==> src/include/uart_consts.svh <==
`ifndef UART_CONSTS_SVH
`define UART_CONSTS_SVH

// default bit period in clk cycles
`define UART_CLKS_PER_BIT 434

// data bits per serial frame
`define UART_DATA_BITS 8

// host command width
`define UART_CMD_BITS 16

`endif

==> src/rtl/uart_pkg.sv <==
`include "uart_consts.svh"

package uart_pkg;

  // one frame's data byte
  typedef logic [`UART_DATA_BITS-1:0] uart_byte_t;

  // read flag on top of the address and data payload
  typedef struct packed {
    logic                      rd;
    logic [`UART_CMD_BITS-2:0] payload;
  } uart_cmd_t;

  typedef enum logic [2:0] {
    CTRL_IDLE,
    CTRL_SEND_HI,
    CTRL_SEND_LO,
    CTRL_WAIT_REPLY,
    CTRL_DONE
  } ctrl_state_t;

endpackage

==> src/rtl/uart_tx.sv <==
`timescale 1ns/1ps
`include "uart_consts.svh"

module uart_tx #(
  parameter int CLKS_PER_BIT = `UART_CLKS_PER_BIT
) (
  input  logic                 clk,
  input  logic                 rst_n,
  input  logic                 tx_start,
  input  uart_pkg::uart_byte_t tx_byte,
  output logic                 tx,
  output logic                 tx_busy
);

  localparam int CNT_W = (CLKS_PER_BIT > 1) ? $clog2(CLKS_PER_BIT) : 1;
  localparam logic [CNT_W-1:0] CNT_LAST = CNT_W'(CLKS_PER_BIT - 1);
  localparam int FRAME_BITS = `UART_DATA_BITS + 3;
  localparam logic [3:0] IDX_LAST = 4'(FRAME_BITS - 1);

  logic [FRAME_BITS-1:0] shift_q;
  logic [CNT_W-1:0]      cnt_q;
  logic [3:0]            idx_q;
  logic                  bit_end;
  logic                  parity;

  assign bit_end = (cnt_q == CNT_LAST);

  // odd parity over the data byte
  assign parity = ~^tx_byte;

  // bit period counter
  always_ff @(posedge clk or negedge rst_n) begin
    if (!rst_n) begin
      cnt_q <= '0;
    end else if (!tx_busy || bit_end) begin
      cnt_q <= '0;
    end else begin
      cnt_q <= cnt_q + 1'b1;
    end
  end

  always_ff @(posedge clk or negedge rst_n) begin
    if (!rst_n) begin
      tx_busy <= 1'b0;
      idx_q   <= '0;
    end else if (!tx_busy) begin
      if (tx_start) begin
        tx_busy <= 1'b1;
        idx_q   <= '0;
      end
    end else if (bit_end) begin
      if (idx_q == IDX_LAST) begin
        tx_busy <= 1'b0;
      end else begin
        idx_q <= idx_q + 1'b1;
      end
    end
  end

  // stop, parity, data lsb first, start
  always_ff @(posedge clk or negedge rst_n) begin
    if (!rst_n) begin
      shift_q <= '1;
    end else if (!tx_busy) begin
      if (tx_start) begin
        shift_q <= {1'b1, parity, tx_byte, 1'b0};
      end
    end else if (bit_end) begin
      // ones fill in behind so the line ends up idle
      shift_q <= {1'b1, shift_q[FRAME_BITS-1:1]};
    end
  end

  assign tx = shift_q[0];

endmodule

==> src/rtl/uart_rx.sv <==
`timescale 1ns/1ps
`include "uart_consts.svh"

module uart_rx #(
  parameter int CLKS_PER_BIT = `UART_CLKS_PER_BIT
) (
  input  logic                 clk,
  input  logic                 rst_n,
  input  logic                 rx,
  output uart_pkg::uart_byte_t rx_byte,
  output logic                 rx_vld,
  output logic                 rx_perr
);

  import uart_pkg::*;

  localparam int CNT_W = (CLKS_PER_BIT > 1) ? $clog2(CLKS_PER_BIT) : 1;
  localparam logic [CNT_W-1:0] CNT_LAST = CNT_W'(CLKS_PER_BIT - 1);
  localparam logic [CNT_W-1:0] CNT_MID = CNT_W'((CLKS_PER_BIT - 1) / 2);
  localparam logic [3:0] IDX_DATA_LAST = 4'(`UART_DATA_BITS);
  localparam logic [3:0] IDX_PAR = 4'(`UART_DATA_BITS + 1);
  localparam logic [3:0] IDX_STOP = 4'(`UART_DATA_BITS + 2);

  logic             rx_meta;
  logic             rx_sync;
  logic             rx_prev;
  logic             busy_q;
  logic [CNT_W-1:0] cnt_q;
  logic [3:0]       idx_q;
  uart_byte_t       data_q;
  logic             par_q;
  logic             fall;
  logic             mid;
  logic             stop_ok;

  // two-flop synchronizer plus a third flop for the edge
  always_ff @(posedge clk or negedge rst_n) begin
    if (!rst_n) begin
      rx_meta <= 1'b1;
      rx_sync <= 1'b1;
      rx_prev <= 1'b1;
    end else begin
      rx_meta <= rx;
      rx_sync <= rx_meta;
      rx_prev <= rx_sync;
    end
  end

  assign fall    = rx_prev & ~rx_sync;
  assign mid     = busy_q && (cnt_q == CNT_MID);
  assign stop_ok = mid && (idx_q == IDX_STOP) && rx_sync;

  always_ff @(posedge clk or negedge rst_n) begin
    if (!rst_n) begin
      cnt_q <= '0;
    end else if (!busy_q || cnt_q == CNT_LAST) begin
      cnt_q <= '0;
    end else begin
      cnt_q <= cnt_q + 1'b1;
    end
  end

  always_ff @(posedge clk or negedge rst_n) begin
    if (!rst_n) begin
      busy_q <= 1'b0;
      idx_q  <= '0;
    end else if (!busy_q) begin
      if (fall) begin
        busy_q <= 1'b1;
        idx_q  <= '0;
      end
    end else if (mid && idx_q == 4'd0 && rx_sync) begin
      // glitch rather than a real start bit
      busy_q <= 1'b0;
    end else if (mid && idx_q == IDX_STOP) begin
      busy_q <= 1'b0;
    end else if (cnt_q == CNT_LAST) begin
      idx_q <= idx_q + 1'b1;
    end
  end

  // data arrives lsb first
  always_ff @(posedge clk) begin
    if (mid && idx_q >= 4'd1 && idx_q <= IDX_DATA_LAST) begin
      data_q <= {rx_sync, data_q[`UART_DATA_BITS-1:1]};
    end
    if (mid && idx_q == IDX_PAR) begin
      par_q <= rx_sync;
    end
  end

  always_ff @(posedge clk or negedge rst_n) begin
    if (!rst_n) begin
      rx_vld <= 1'b0;
    end else begin
      rx_vld <= stop_ok;
    end
  end

  always_ff @(posedge clk) begin
    if (stop_ok) begin
      rx_byte <= data_q;
      rx_perr <= ~(^{data_q, par_q});
    end
  end

endmodule

==> src/rtl/uart_cmd_ctrl.sv <==
`timescale 1ns/1ps
`include "uart_consts.svh"

module uart_cmd_ctrl (
  input  logic                 clk,
  input  logic                 rst_n,
  input  uart_pkg::uart_cmd_t  cmd,
  input  logic                 cmd_vld,
  output logic                 cmd_rdy,
  output logic                 tx_start,
  output uart_pkg::uart_byte_t tx_byte,
  input  logic                 tx_busy,
  input  uart_pkg::uart_byte_t rx_byte,
  input  logic                 rx_vld,
  input  logic                 rx_perr,
  output uart_pkg::uart_byte_t read_data,
  output logic                 read_err,
  output logic                 read_vld
);

  import uart_pkg::*;

  ctrl_state_t state_q;
  ctrl_state_t state_d;
  uart_cmd_t   cmd_q;
  logic        sent_q;
  logic        sending;
  logic        frame_done;
  logic        reply_take;

  assign cmd_rdy    = (state_q == CTRL_IDLE);
  assign sending    = (state_q == CTRL_SEND_HI) || (state_q == CTRL_SEND_LO);
  assign tx_start   = sending && !sent_q && !tx_busy;
  assign frame_done = sending && sent_q && !tx_busy;
  assign reply_take = (state_q == CTRL_WAIT_REPLY) && rx_vld;

  // high byte goes out first
  assign tx_byte = (state_q == CTRL_SEND_LO) ? cmd_q[`UART_DATA_BITS-1:0] :
                   cmd_q[`UART_CMD_BITS-1 -: `UART_DATA_BITS];

  always_comb begin
    state_d = state_q;
    case (state_q)
      CTRL_IDLE: begin
        if (cmd_vld && cmd_rdy) begin
          state_d = CTRL_SEND_HI;
        end
      end
      CTRL_SEND_HI: begin
        if (frame_done) begin
          state_d = CTRL_SEND_LO;
        end
      end
      CTRL_SEND_LO: begin
        if (frame_done) begin
          if (cmd_q.rd) begin
            state_d = CTRL_WAIT_REPLY;
          end else begin
            state_d = CTRL_DONE;
          end
        end
      end
      CTRL_WAIT_REPLY: begin
        if (rx_vld) begin
          state_d = CTRL_IDLE;
        end
      end
      default: state_d = CTRL_IDLE;
    endcase
  end

  always_ff @(posedge clk or negedge rst_n) begin
    if (!rst_n) begin
      state_q  <= CTRL_IDLE;
      sent_q   <= 1'b0;
      read_vld <= 1'b0;
    end else begin
      state_q  <= state_d;
      read_vld <= reply_take;
      // one start pulse per frame
      if (state_d != state_q) begin
        sent_q <= 1'b0;
      end else if (tx_start) begin
        sent_q <= 1'b1;
      end
    end
  end

  always_ff @(posedge clk) begin
    if (cmd_vld && cmd_rdy) begin
      cmd_q <= cmd;
    end
    if (reply_take) begin
      read_data <= rx_byte;
      read_err  <= rx_perr;
    end
  end

endmodule

==> src/rtl/uart_cmd_top.sv <==
`timescale 1ns/1ps
`include "uart_consts.svh"

module uart_cmd_top #(
  parameter int CLKS_PER_BIT = `UART_CLKS_PER_BIT
) (
  input  logic                 clk,
  input  logic                 rst_n,
  input  uart_pkg::uart_cmd_t  cmd,
  input  logic                 cmd_vld,
  output logic                 cmd_rdy,
  output logic                 tx,
  input  logic                 rx,
  output uart_pkg::uart_byte_t read_data,
  output logic                 read_err,
  output logic                 read_vld
);

  import uart_pkg::*;

  logic       tx_start;
  logic       tx_busy;
  uart_byte_t tx_byte;
  uart_byte_t rx_byte;
  logic       rx_vld;
  logic       rx_perr;

  uart_cmd_ctrl i_ctrl (
    .clk      (clk),
    .rst_n    (rst_n),
    .cmd      (cmd),
    .cmd_vld  (cmd_vld),
    .cmd_rdy  (cmd_rdy),
    .tx_start (tx_start),
    .tx_byte  (tx_byte),
    .tx_busy  (tx_busy),
    .rx_byte  (rx_byte),
    .rx_vld   (rx_vld),
    .rx_perr  (rx_perr),
    .read_data(read_data),
    .read_err (read_err),
    .read_vld (read_vld)
  );

  uart_tx #(
    .CLKS_PER_BIT(CLKS_PER_BIT)
  ) i_tx (
    .clk     (clk),
    .rst_n   (rst_n),
    .tx_start(tx_start),
    .tx_byte (tx_byte),
    .tx      (tx),
    .tx_busy (tx_busy)
  );

  uart_rx #(
    .CLKS_PER_BIT(CLKS_PER_BIT)
  ) i_rx (
    .clk    (clk),
    .rst_n  (rst_n),
    .rx     (rx),
    .rx_byte(rx_byte),
    .rx_vld (rx_vld),
    .rx_perr(rx_perr)
  );

endmodule

==> config.mk <==
export PLATFORM = sky130hd
export DESIGN_NAME = uart_cmd_top
export DESIGN_NICKNAME = d
export VERILOG_FILES = /design/src/rtl/uart_pkg.sv /design/src/rtl/uart_tx.sv /design/src/rtl/uart_rx.sv /design/src/rtl/uart_cmd_ctrl.sv /design/src/rtl/uart_cmd_top.sv
export VERILOG_INCLUDE_DIRS = /design/src /design/src/include
export SDC_FILE = /design/constraint.sdc
export NUM_CORES = 1
export LEC_CHECK = 0
export BUFFER_PORTS_ARGS = -buffer_cell sky130_fd_sc_hd__buf_2
export CELL_PAD_IN_SITES_DETAIL_PLACEMENT = 2
export CELL_PAD_IN_SITES_GLOBAL_PLACEMENT = 2
export CORE_ASPECT_RATIO = 1.2
export CORE_MARGIN = 8
export CORE_UTILIZATION = 41
export CTS_CLUSTER_DIAMETER = 200
export DETAILED_ROUTE_END_ITERATION = 10
export MAX_ROUTING_LAYER = met4
export PLACE_DENSITY = 0.79
export RECOVER_POWER = 50
export SLEW_MARGIN = 5
export SYNTH_ARGS = -nofsm -noshare
export SYNTH_HDL_FRONTEND = slang
export SYNTH_SLANG_ARGS = --single-unit
==> constraint.sdc <==
create_clock -name clk -period 2.9 [get_ports clk]
set_clock_uncertainty 0.15 [all_clocks]
set_input_delay 0.725 -clock clk [delete_from_list [all_inputs] [get_ports clk]]
set_output_delay 0.725 -clock clk [all_outputs]
set_load 0.02 [all_outputs]
==> results of run 1 <==
## cells in the mapped netlist (3+ instances only)
cell type                   instances
sky130_fd_sc_hd__nor2b_1            4
sky130_fd_sc_hd__dfrtp_1           34
sky130_fd_sc_hd__dfstp_2           13
sky130_fd_sc_hd__nand2_1           21
sky130_fd_sc_hd__nand3_1           12
sky130_fd_sc_hd__and2_1             3
sky130_fd_sc_hd__o21ai_0            9
sky130_fd_sc_hd__clkbuf_1           7
sky130_fd_sc_hd__nor2_1            35
sky130_fd_sc_hd__ha_1              11
sky130_fd_sc_hd__nand4_1            5
sky130_fd_sc_hd__xnor2_1           27
sky130_fd_sc_hd__edfxtp_1          43
sky130_fd_sc_hd__and3_1             4
sky130_fd_sc_hd__inv_1             11
sky130_fd_sc_hd__or3_1              3
sky130_fd_sc_hd__xor2_1            12
sky130_fd_sc_hd__nor4bb_1           3
sky130_fd_sc_hd__nor3_1             5
sky130_fd_sc_hd__nand2b_1           3
sky130_fd_sc_hd__o2bb2ai_1          8
sky130_fd_sc_hd__a21oi_1           25
## final timing paths
path,end,from,slack [ns]
worst max-delay path,i_ctrl.sent_q,i_tx.tx_busy,0.37
worst min-delay path,i_rx.rx_sync,i_rx.rx_meta,0.22
worst max register to register,i_ctrl.sent_q,i_tx.tx_busy,0.37
worst min register to register,i_rx.rx_sync,i_rx.rx_meta,0.22
max in group asynchronous,i_tx.cnt_q[2],rst_n,1.31
min in group asynchronous,i_tx.idx_q[3],rst_n,0.55
## worst reg2reg max path, stage by stage (launching register included)
cell and delay [ns]:
sky130_fd_sc_hd__dfrtp_1 0.36, sky130_fd_sc_hd__clkbuf_1 0.61, sky130_fd_sc_hd__nand2b_1 0.28, sky130_fd_sc_hd__nor2_1 0.07
sky130_fd_sc_hd__a2111oi_0 0.66, sky130_fd_sc_hd__a21oi_1 0.10, sky130_fd_sc_hd__nor3_1 0.22
## cell type report
type | instances | area (um^2) | area share
Clock buffer | 9 | 225 | 0.0499
Clock inverter | 7 | 67.6 | 0.0150
Inverter | 11 | 41.3 | 0.00915
Multi-Input combinational cell | 211 | 1370 | 0.303
Sequential cell | 90 | 2480 | 0.550
Tap cell | 123 | 154 | 0.0341
Timing Repair Buffer | 35 | 174 | 0.0385
## per-stage QoR
stage / instances / area, um^2 / setup WS (ns) / power (mW)
after floorplan: 322 / 3940 / 0.719 / 2.16
after global placement: 470 / 4230 / 0.749 / 2.30
after detailed placement: 470 / 4230 / 0.608 / 2.36
after CTS: 486 / 4530 / 0.522 / 3.54
after global routing: 486 / 4510 / 0.320 / 3.66
final: 486 / 4510 / 0.370 / 3.50
## state kept, by name, summed over array words and instances, names as in the netlist, 3 cells and up
register and flops:
i_ctrl.state_q 3, i_rx.cnt_q 9, i_rx.data_q 8, i_rx.idx_q 4, i_tx.idx_q 4, i_tx.cnt_q 9, i_tx.shift_q 10, i_ctrl.cmd_q 16
i_ctrl.read_data 8, i_rx.rx_byte 8
## per-layer routing
metal  global-route usage  up-vias
li1                     -     1205
met1                0.167     1344
met2                0.286       31
met3               0.0360       20
met4               0.0828        0
met5                    -        -
## cell families (layout without fill, tap and decap cells)
kind of cell,count (synthesis),count (layout),synth area share
simple gates,108,108,0.141
flops,90,90,0.630
compound gates,53,53,0.0851
xor+xnor,39,39,0.0867
buf+inv,21,62,0.0225
fa+ha+maj,11,11,0.0349
## power breakdown
group	switching (mW)	leakage, nW	internal [mW]	total [mW]
clock network	0.557	0.142	0.607	1.16
registers	0.214	0.957	1.57	1.79
logic	0.297	0.684	0.252	0.549
==> impl_metrics.env, run 1 <==
export IMPL_status="complete, no violations"
export IMPL_synth_top_cells_by_area="sky130_fd_sc_hd__edfxtp_1 33%, sky130_fd_sc_hd__dfrtp_1 22%, sky130_fd_sc_hd__dfstp_2 8.7%, sky130_fd_sc_hd__xnor2_1 6.0%, sky130_fd_sc_hd__ha_1 3.5%"
export IMPL_tritoncts_num_sinks=90
export IMPL_syn_mean_instance_area_um2=12.2
export IMPL_cts_tree="done"
export IMPL_grt_antenna_before_repair=0
export IMPL_worst_slew_margin_relative_to_its_limit=0.191
export IMPL_layout_cells_most_common="sky130_fd_sc_hd__edfxtp_1"
export IMPL_drtPass1Iterations=4
export IMPL_post_synth_top_area_fraction=0.328
export IMPL_timing_final_max_slew_violations=0
export IMPL_critPathRequiredTime_ns=3.01
export IMPL_yosysSeqAreaShare=0.630
export IMPL_io_pins=32
export IMPL_synth_fp_nets=353
export IMPL_min_period_ns=2.53
export IMPL_holdWs_ns=0.216
export IMPL_worst_slew_pin_slew_ns=1.21
export IMPL_worstHoldPathType="reg2reg"
export IMPL_syn_to_final_growth_pct=14.5
export IMPL_synth_yosys_warnings=0
export IMPL_static_leakage_power_nw=1.78
export IMPL_highest_layer="met4"
export IMPL_cts_root_buffer_cell="sky130_fd_sc_hd__clkbuf_16"
export IMPL_num_vias=2600
export IMPL_cp_arrival_ns=2.64
export IMPL_path_class="reg2reg"
export IMPL_fp_coreArea_mm2=0.00942
export IMPL_timing_final_hold_violations=0
export IMPL_ctsResizeCount=0
export IMPL_worst_path_buf_inv=1
export IMPL_peakVddDrop_uv=450
export IMPL_clock_insertion_delay_worst_skew_ns=0.35
export IMPL_grt_pass1_vias=2959
export IMPL_drt_wl_total_mm=9.70
export IMPL_timing_critical_path_to_type="flop"
export IMPL_rsz_0062_raised_after_global_routing="false"
export IMPL_cts_clk_slew_worst_paths_ns=0.07
export IMPL_whs_path_depth=0
export IMPL_clk_path_buf_depth=2
export IMPL_cts_made_buffers=9
export IMPL_setup_viol=0
export IMPL_worstRegToRegCells=6
export IMPL_timing_critical_path_slowest_cell_delay_ns=0.66
export IMPL_synth_top_cell_by_area="sky130_fd_sc_hd__edfxtp_1"
export IMPL_start_kind="flop"
export IMPL_start_util=0.418
export IMPL_grt_first_pass_wirelength_mm=15.6
export IMPL_synth_area_mm2=0.00394
export IMPL_post_drt_via_cell_ratio=5.35
export IMPL_globalRoute_totalOverflow=0
export IMPL_setup_tns_final_ns=0
export IMPL_detail_route_drc_violations=0
export IMPL_routabilityCongestion=0.737
export IMPL_netlist_instances=322
export IMPL_ys_seq_elements=90
export IMPL_detail_route_wirelength_met1_mm=3.90
export IMPL_drtAntennaViolNets=0
export IMPL_postLayoutCoreUtil=0.479
export IMPL_detailed_route_iter0_violations=150
export IMPL_powerDensity_mw_per_mm2=775
export IMPL_number_of_nets_in_the_layout=389
export IMPL_antenna_cells_inserted=0
export IMPL_async_flop_share=0.522
export IMPL_synth_cell_types=42
export IMPL_synth_flop_cell="sky130_fd_sc_hd__edfxtp_1"
export IMPL_fmaxAchievable_mhz=395
export IMPL_critical_path_max_fanout=15
export IMPL_met2RoutedLength_mm=5.31
export IMPL_post_route_cells_drive_above_1_share=0.179
export IMPL_layout_common_cells="43 x sky130_fd_sc_hd__edfxtp_1, 35 x sky130_fd_sc_hd__nor2_1, 34 x sky130_fd_sc_hd__dfrtp_1"
export IMPL_n_fill_cell=935
export IMPL_cp_slowest_cell="sky130_fd_sc_hd__a2111oi_0"
export IMPL_synth_edf_count=43
export IMPL_port_bufs=31
export IMPL_h_tree_depth=3
export IMPL_wl_per_cell_um=20.0
export IMPL_ordered_list_of_cells_on_the_worst_path="clkbuf_1 -> nand2b_1 -> nor2_1 -> a2111oi_0 -> a21oi_1 -> nor3_1"
export IMPL_die_width_um=106
export IMPL_num_rows=39
export IMPL_grt_start_max_net_pins=48
export IMPL_cp_top_family="compound AO/OA/AOI/OAI gates"
export IMPL_die_h_um=123
export IMPL_postCtsSetupBuffers=0
export IMPL_ctsHoldBuffers=0
export IMPL_path_depth=6
export IMPL_dp_hpwl_mm=6.79
export IMPL_cap_viol_max_count=0
export IMPL_met3_wirelength_um=250
export IMPL_grt_usage=0.162
export IMPL_post_route_period_util=0.872
export IMPL_dieArea_mm2=0.0130
Power figures use the tool's default switching activity.
==> run 2: changes to the inputs <==
CAP_MARGIN = 20   (was default)
CORE_UTILIZATION = 42   (was 41)
CTS_BUF_LIST = sky130_fd_sc_hd__clkbuf_2 sky130_fd_sc_hd__clkbuf_4 sky130_fd_sc_hd__clkbuf_8   (was default)
PLACE_DENSITY = 0.81   (was 0.79)
==> run 2 against run 1 <==
Global-route usage is 1.1 points higher. Clock power down 18%. Clock-buffer cell count up 2. Setup slack gained 0.22 ns. Total power fell by 5.8%. Via count fell by 1.0%. Flip-flop and latch count unchanged. Wire length grew 1.9%. Sequential share of layout area rose by 0.84 points. Non-clock buffer count grew 1. Die area shrank 2.0%. Fmax rose by 9.8%. Critical endpoint unchanged.
==> impl_metrics.env, run 2 (synthesis results as in run 1) <==
export IMPL_drt_wl_total_mm=9.88
export IMPL_cap_viol_max_count=0
export IMPL_finalWorstSetupSlack_ns=0.595
export IMPL_wl_per_cell_um=20.4
export IMPL_place_worst_setup_slack_ns=0.660
export IMPL_holdWs_ns=0.215
export IMPL_grt_first_pass_wirelength_mm=16.3
export IMPL_worstHoldStart="i_rx.rx_meta"
export IMPL_postLayoutCoreUtil=0.490
export IMPL_grt_usage=0.172
export IMPL_die_h_um=122
export IMPL_grt_start_max_net_pins=25
export IMPL_path_class="reg2reg"
export IMPL_multi_input_area_mm2=0.00137
export IMPL_timing_final_hold_violations=0
export IMPL_detail_route_wirelength_met1_mm=3.88
export IMPL_post_route_period_util=0.795
export IMPL_setup_tns_final_ns=0
export IMPL_met3_wirelength_um=237
export IMPL_worst_slew_pin_slew_ns=1.48
export IMPL_detail_route_drc_violations=0
export IMPL_largestRegisters="i_ctrl.cmd_q (16), i_tx.shift_q (10)"
export IMPL_r2r_start="i_tx.tx_busy"
export IMPL_met2RoutedLength_mm=5.53
export IMPL_critical_path_max_fanout=16
export IMPL_drtPass1Iterations=4
export IMPL_cp_arrival_ns=2.43
export IMPL_critical_path_reg2reg_endpoint="i_ctrl.sent_q"
export IMPL_n_fill_cell=942
export IMPL_fmaxAchievable_mhz=434
export IMPL_timing_hold_worst_endpoint="i_rx.rx_sync"
export IMPL_critPathRequiredTime_ns=3.03
export IMPL_port_bufs=31
export IMPL_io_pins=32
export IMPL_design_power_total_mw=3.30
export IMPL_postCtsSetupBuffers=0
export IMPL_numPlacedInstances=468
export IMPL_num_rows=38
export IMPL_ctsResizeCount=0
export IMPL_whs_path_depth=0
export IMPL_post_dp_cell_area_mm2=0.00424
export IMPL_drtAntennaViolNets=0
export IMPL_post_layout_nonfiller_instances=484
export IMPL_highest_layer="met4"
export IMPL_num_vias=2574
export IMPL_min_period_ns=2.31
export IMPL_setup_viol=0
export IMPL_cts_made_buffers=9
export IMPL_largest_register_ff_count=16
export IMPL_clock_insertion_delay_worst_skew_ns=0.37
export IMPL_start_util=0.434
export IMPL_grt_antenna_before_repair=0
export IMPL_rsz_0062_raised_after_global_routing="false"
export IMPL_routabilityCongestion=0.782
export IMPL_die_width_um=104
export IMPL_number_of_nets_in_the_layout=390
export IMPL_h_tree_depth=3
export IMPL_reg2reg_slack_ns=0.59
export IMPL_peakVddDrop_uv=399
export IMPL_worstHoldPathType="reg2reg"
export IMPL_static_leakage_power_nw=1.76
export IMPL_syn_to_final_growth_pct=12.8
export IMPL_post_drt_via_cell_ratio=5.32
export IMPL_final_seq_area_mm2=0.00248
export IMPL_tritoncts_num_sinks=90
export IMPL_layout_common_cells="43 x sky130_fd_sc_hd__edfxtp_1, 35 x sky130_fd_sc_hd__nor2_1, 34 x sky130_fd_sc_hd__dfrtp_1"
export IMPL_grt_pass1_vias=2977
export IMPL_worst_slew_margin_relative_to_its_limit=0.0113
export IMPL_worstSetupStartpoint="i_tx.tx_busy"
export IMPL_dieArea_mm2=0.0128
export IMPL_dp_hpwl_mm=7.18
export IMPL_top_register="i_ctrl.cmd_q"
export IMPL_start_kind="flop"
export IMPL_timing_critical_path_to_type="flop"
export IMPL_status="complete, no violations"
export IMPL_timing_final_max_slew_violations=0
export IMPL_globalRoute_totalOverflow=0
export IMPL_cts_root_buffer_cell="sky130_fd_sc_hd__clkbuf_8"
export IMPL_layout_cells_most_common="sky130_fd_sc_hd__edfxtp_1"
export IMPL_ctsHoldBuffers=0
export IMPL_stdcell_area_mm2=0.00445
export IMPL_cts_clk_slew_worst_paths_ns=0.09
export IMPL_fp_coreArea_mm2=0.00908
export IMPL_detailed_route_iter0_violations=36
export IMPL_cts_tree="done"
export IMPL_post_route_cells_drive_above_1_share=0.179
export IMPL_antenna_cells_inserted=0
export IMPL_powerDensity_mw_per_mm2=741
export IMPL_worstRegToRegCells=5
export IMPL_clk_path_buf_depth=2
==> run 2: area by class of cell <==
cell class              count  area share
clock buffers              11      0.0326
clock inverters             5      0.0174
inverters                  11     0.00929
multi-input cells         211       0.308
flip-flops and latches     90       0.559
well taps                 120      0.0338
repair buffers             36      0.0405
==> run 2: report_power, final <==
part	leakage [nW]	switching (mW)	internal, mW
clock network	0.113	0.442	0.516
logic	0.686	0.303	0.251
registers	0.957	0.212	1.57
total	1.76	0.957	2.34
==> run 2: per-layer routing <==
layer,up-vias,global-route usage
met3,17,0.0359
met4,0,0.0771
met1,1329,0.174
li1,1200,-
met5,-,-
met2,28,0.315
==> run 2: worst max-delay path by stage <==
stage / endpoint / slack [ns]
floorplan: i_ctrl.sent_q / 0.72
global placement: i_rx.rx_byte[2] / 0.78
detailed placement: i_ctrl.sent_q / 0.66
CTS: cmd_rdy / 0.58
global route: i_ctrl.sent_q / 0.44
finish: i_ctrl.sent_q / 0.59
==> run 2: critical path, stage by stage, from the launching register on <==
cell	delay [ns]
sky130_fd_sc_hd__dfrtp_1	0.76
sky130_fd_sc_hd__nand2b_1	0.28
sky130_fd_sc_hd__nor2_1	0.06
sky130_fd_sc_hd__a2111oi_0	0.67
sky130_fd_sc_hd__a21oi_1	0.08
sky130_fd_sc_hd__nor3_1	0.21
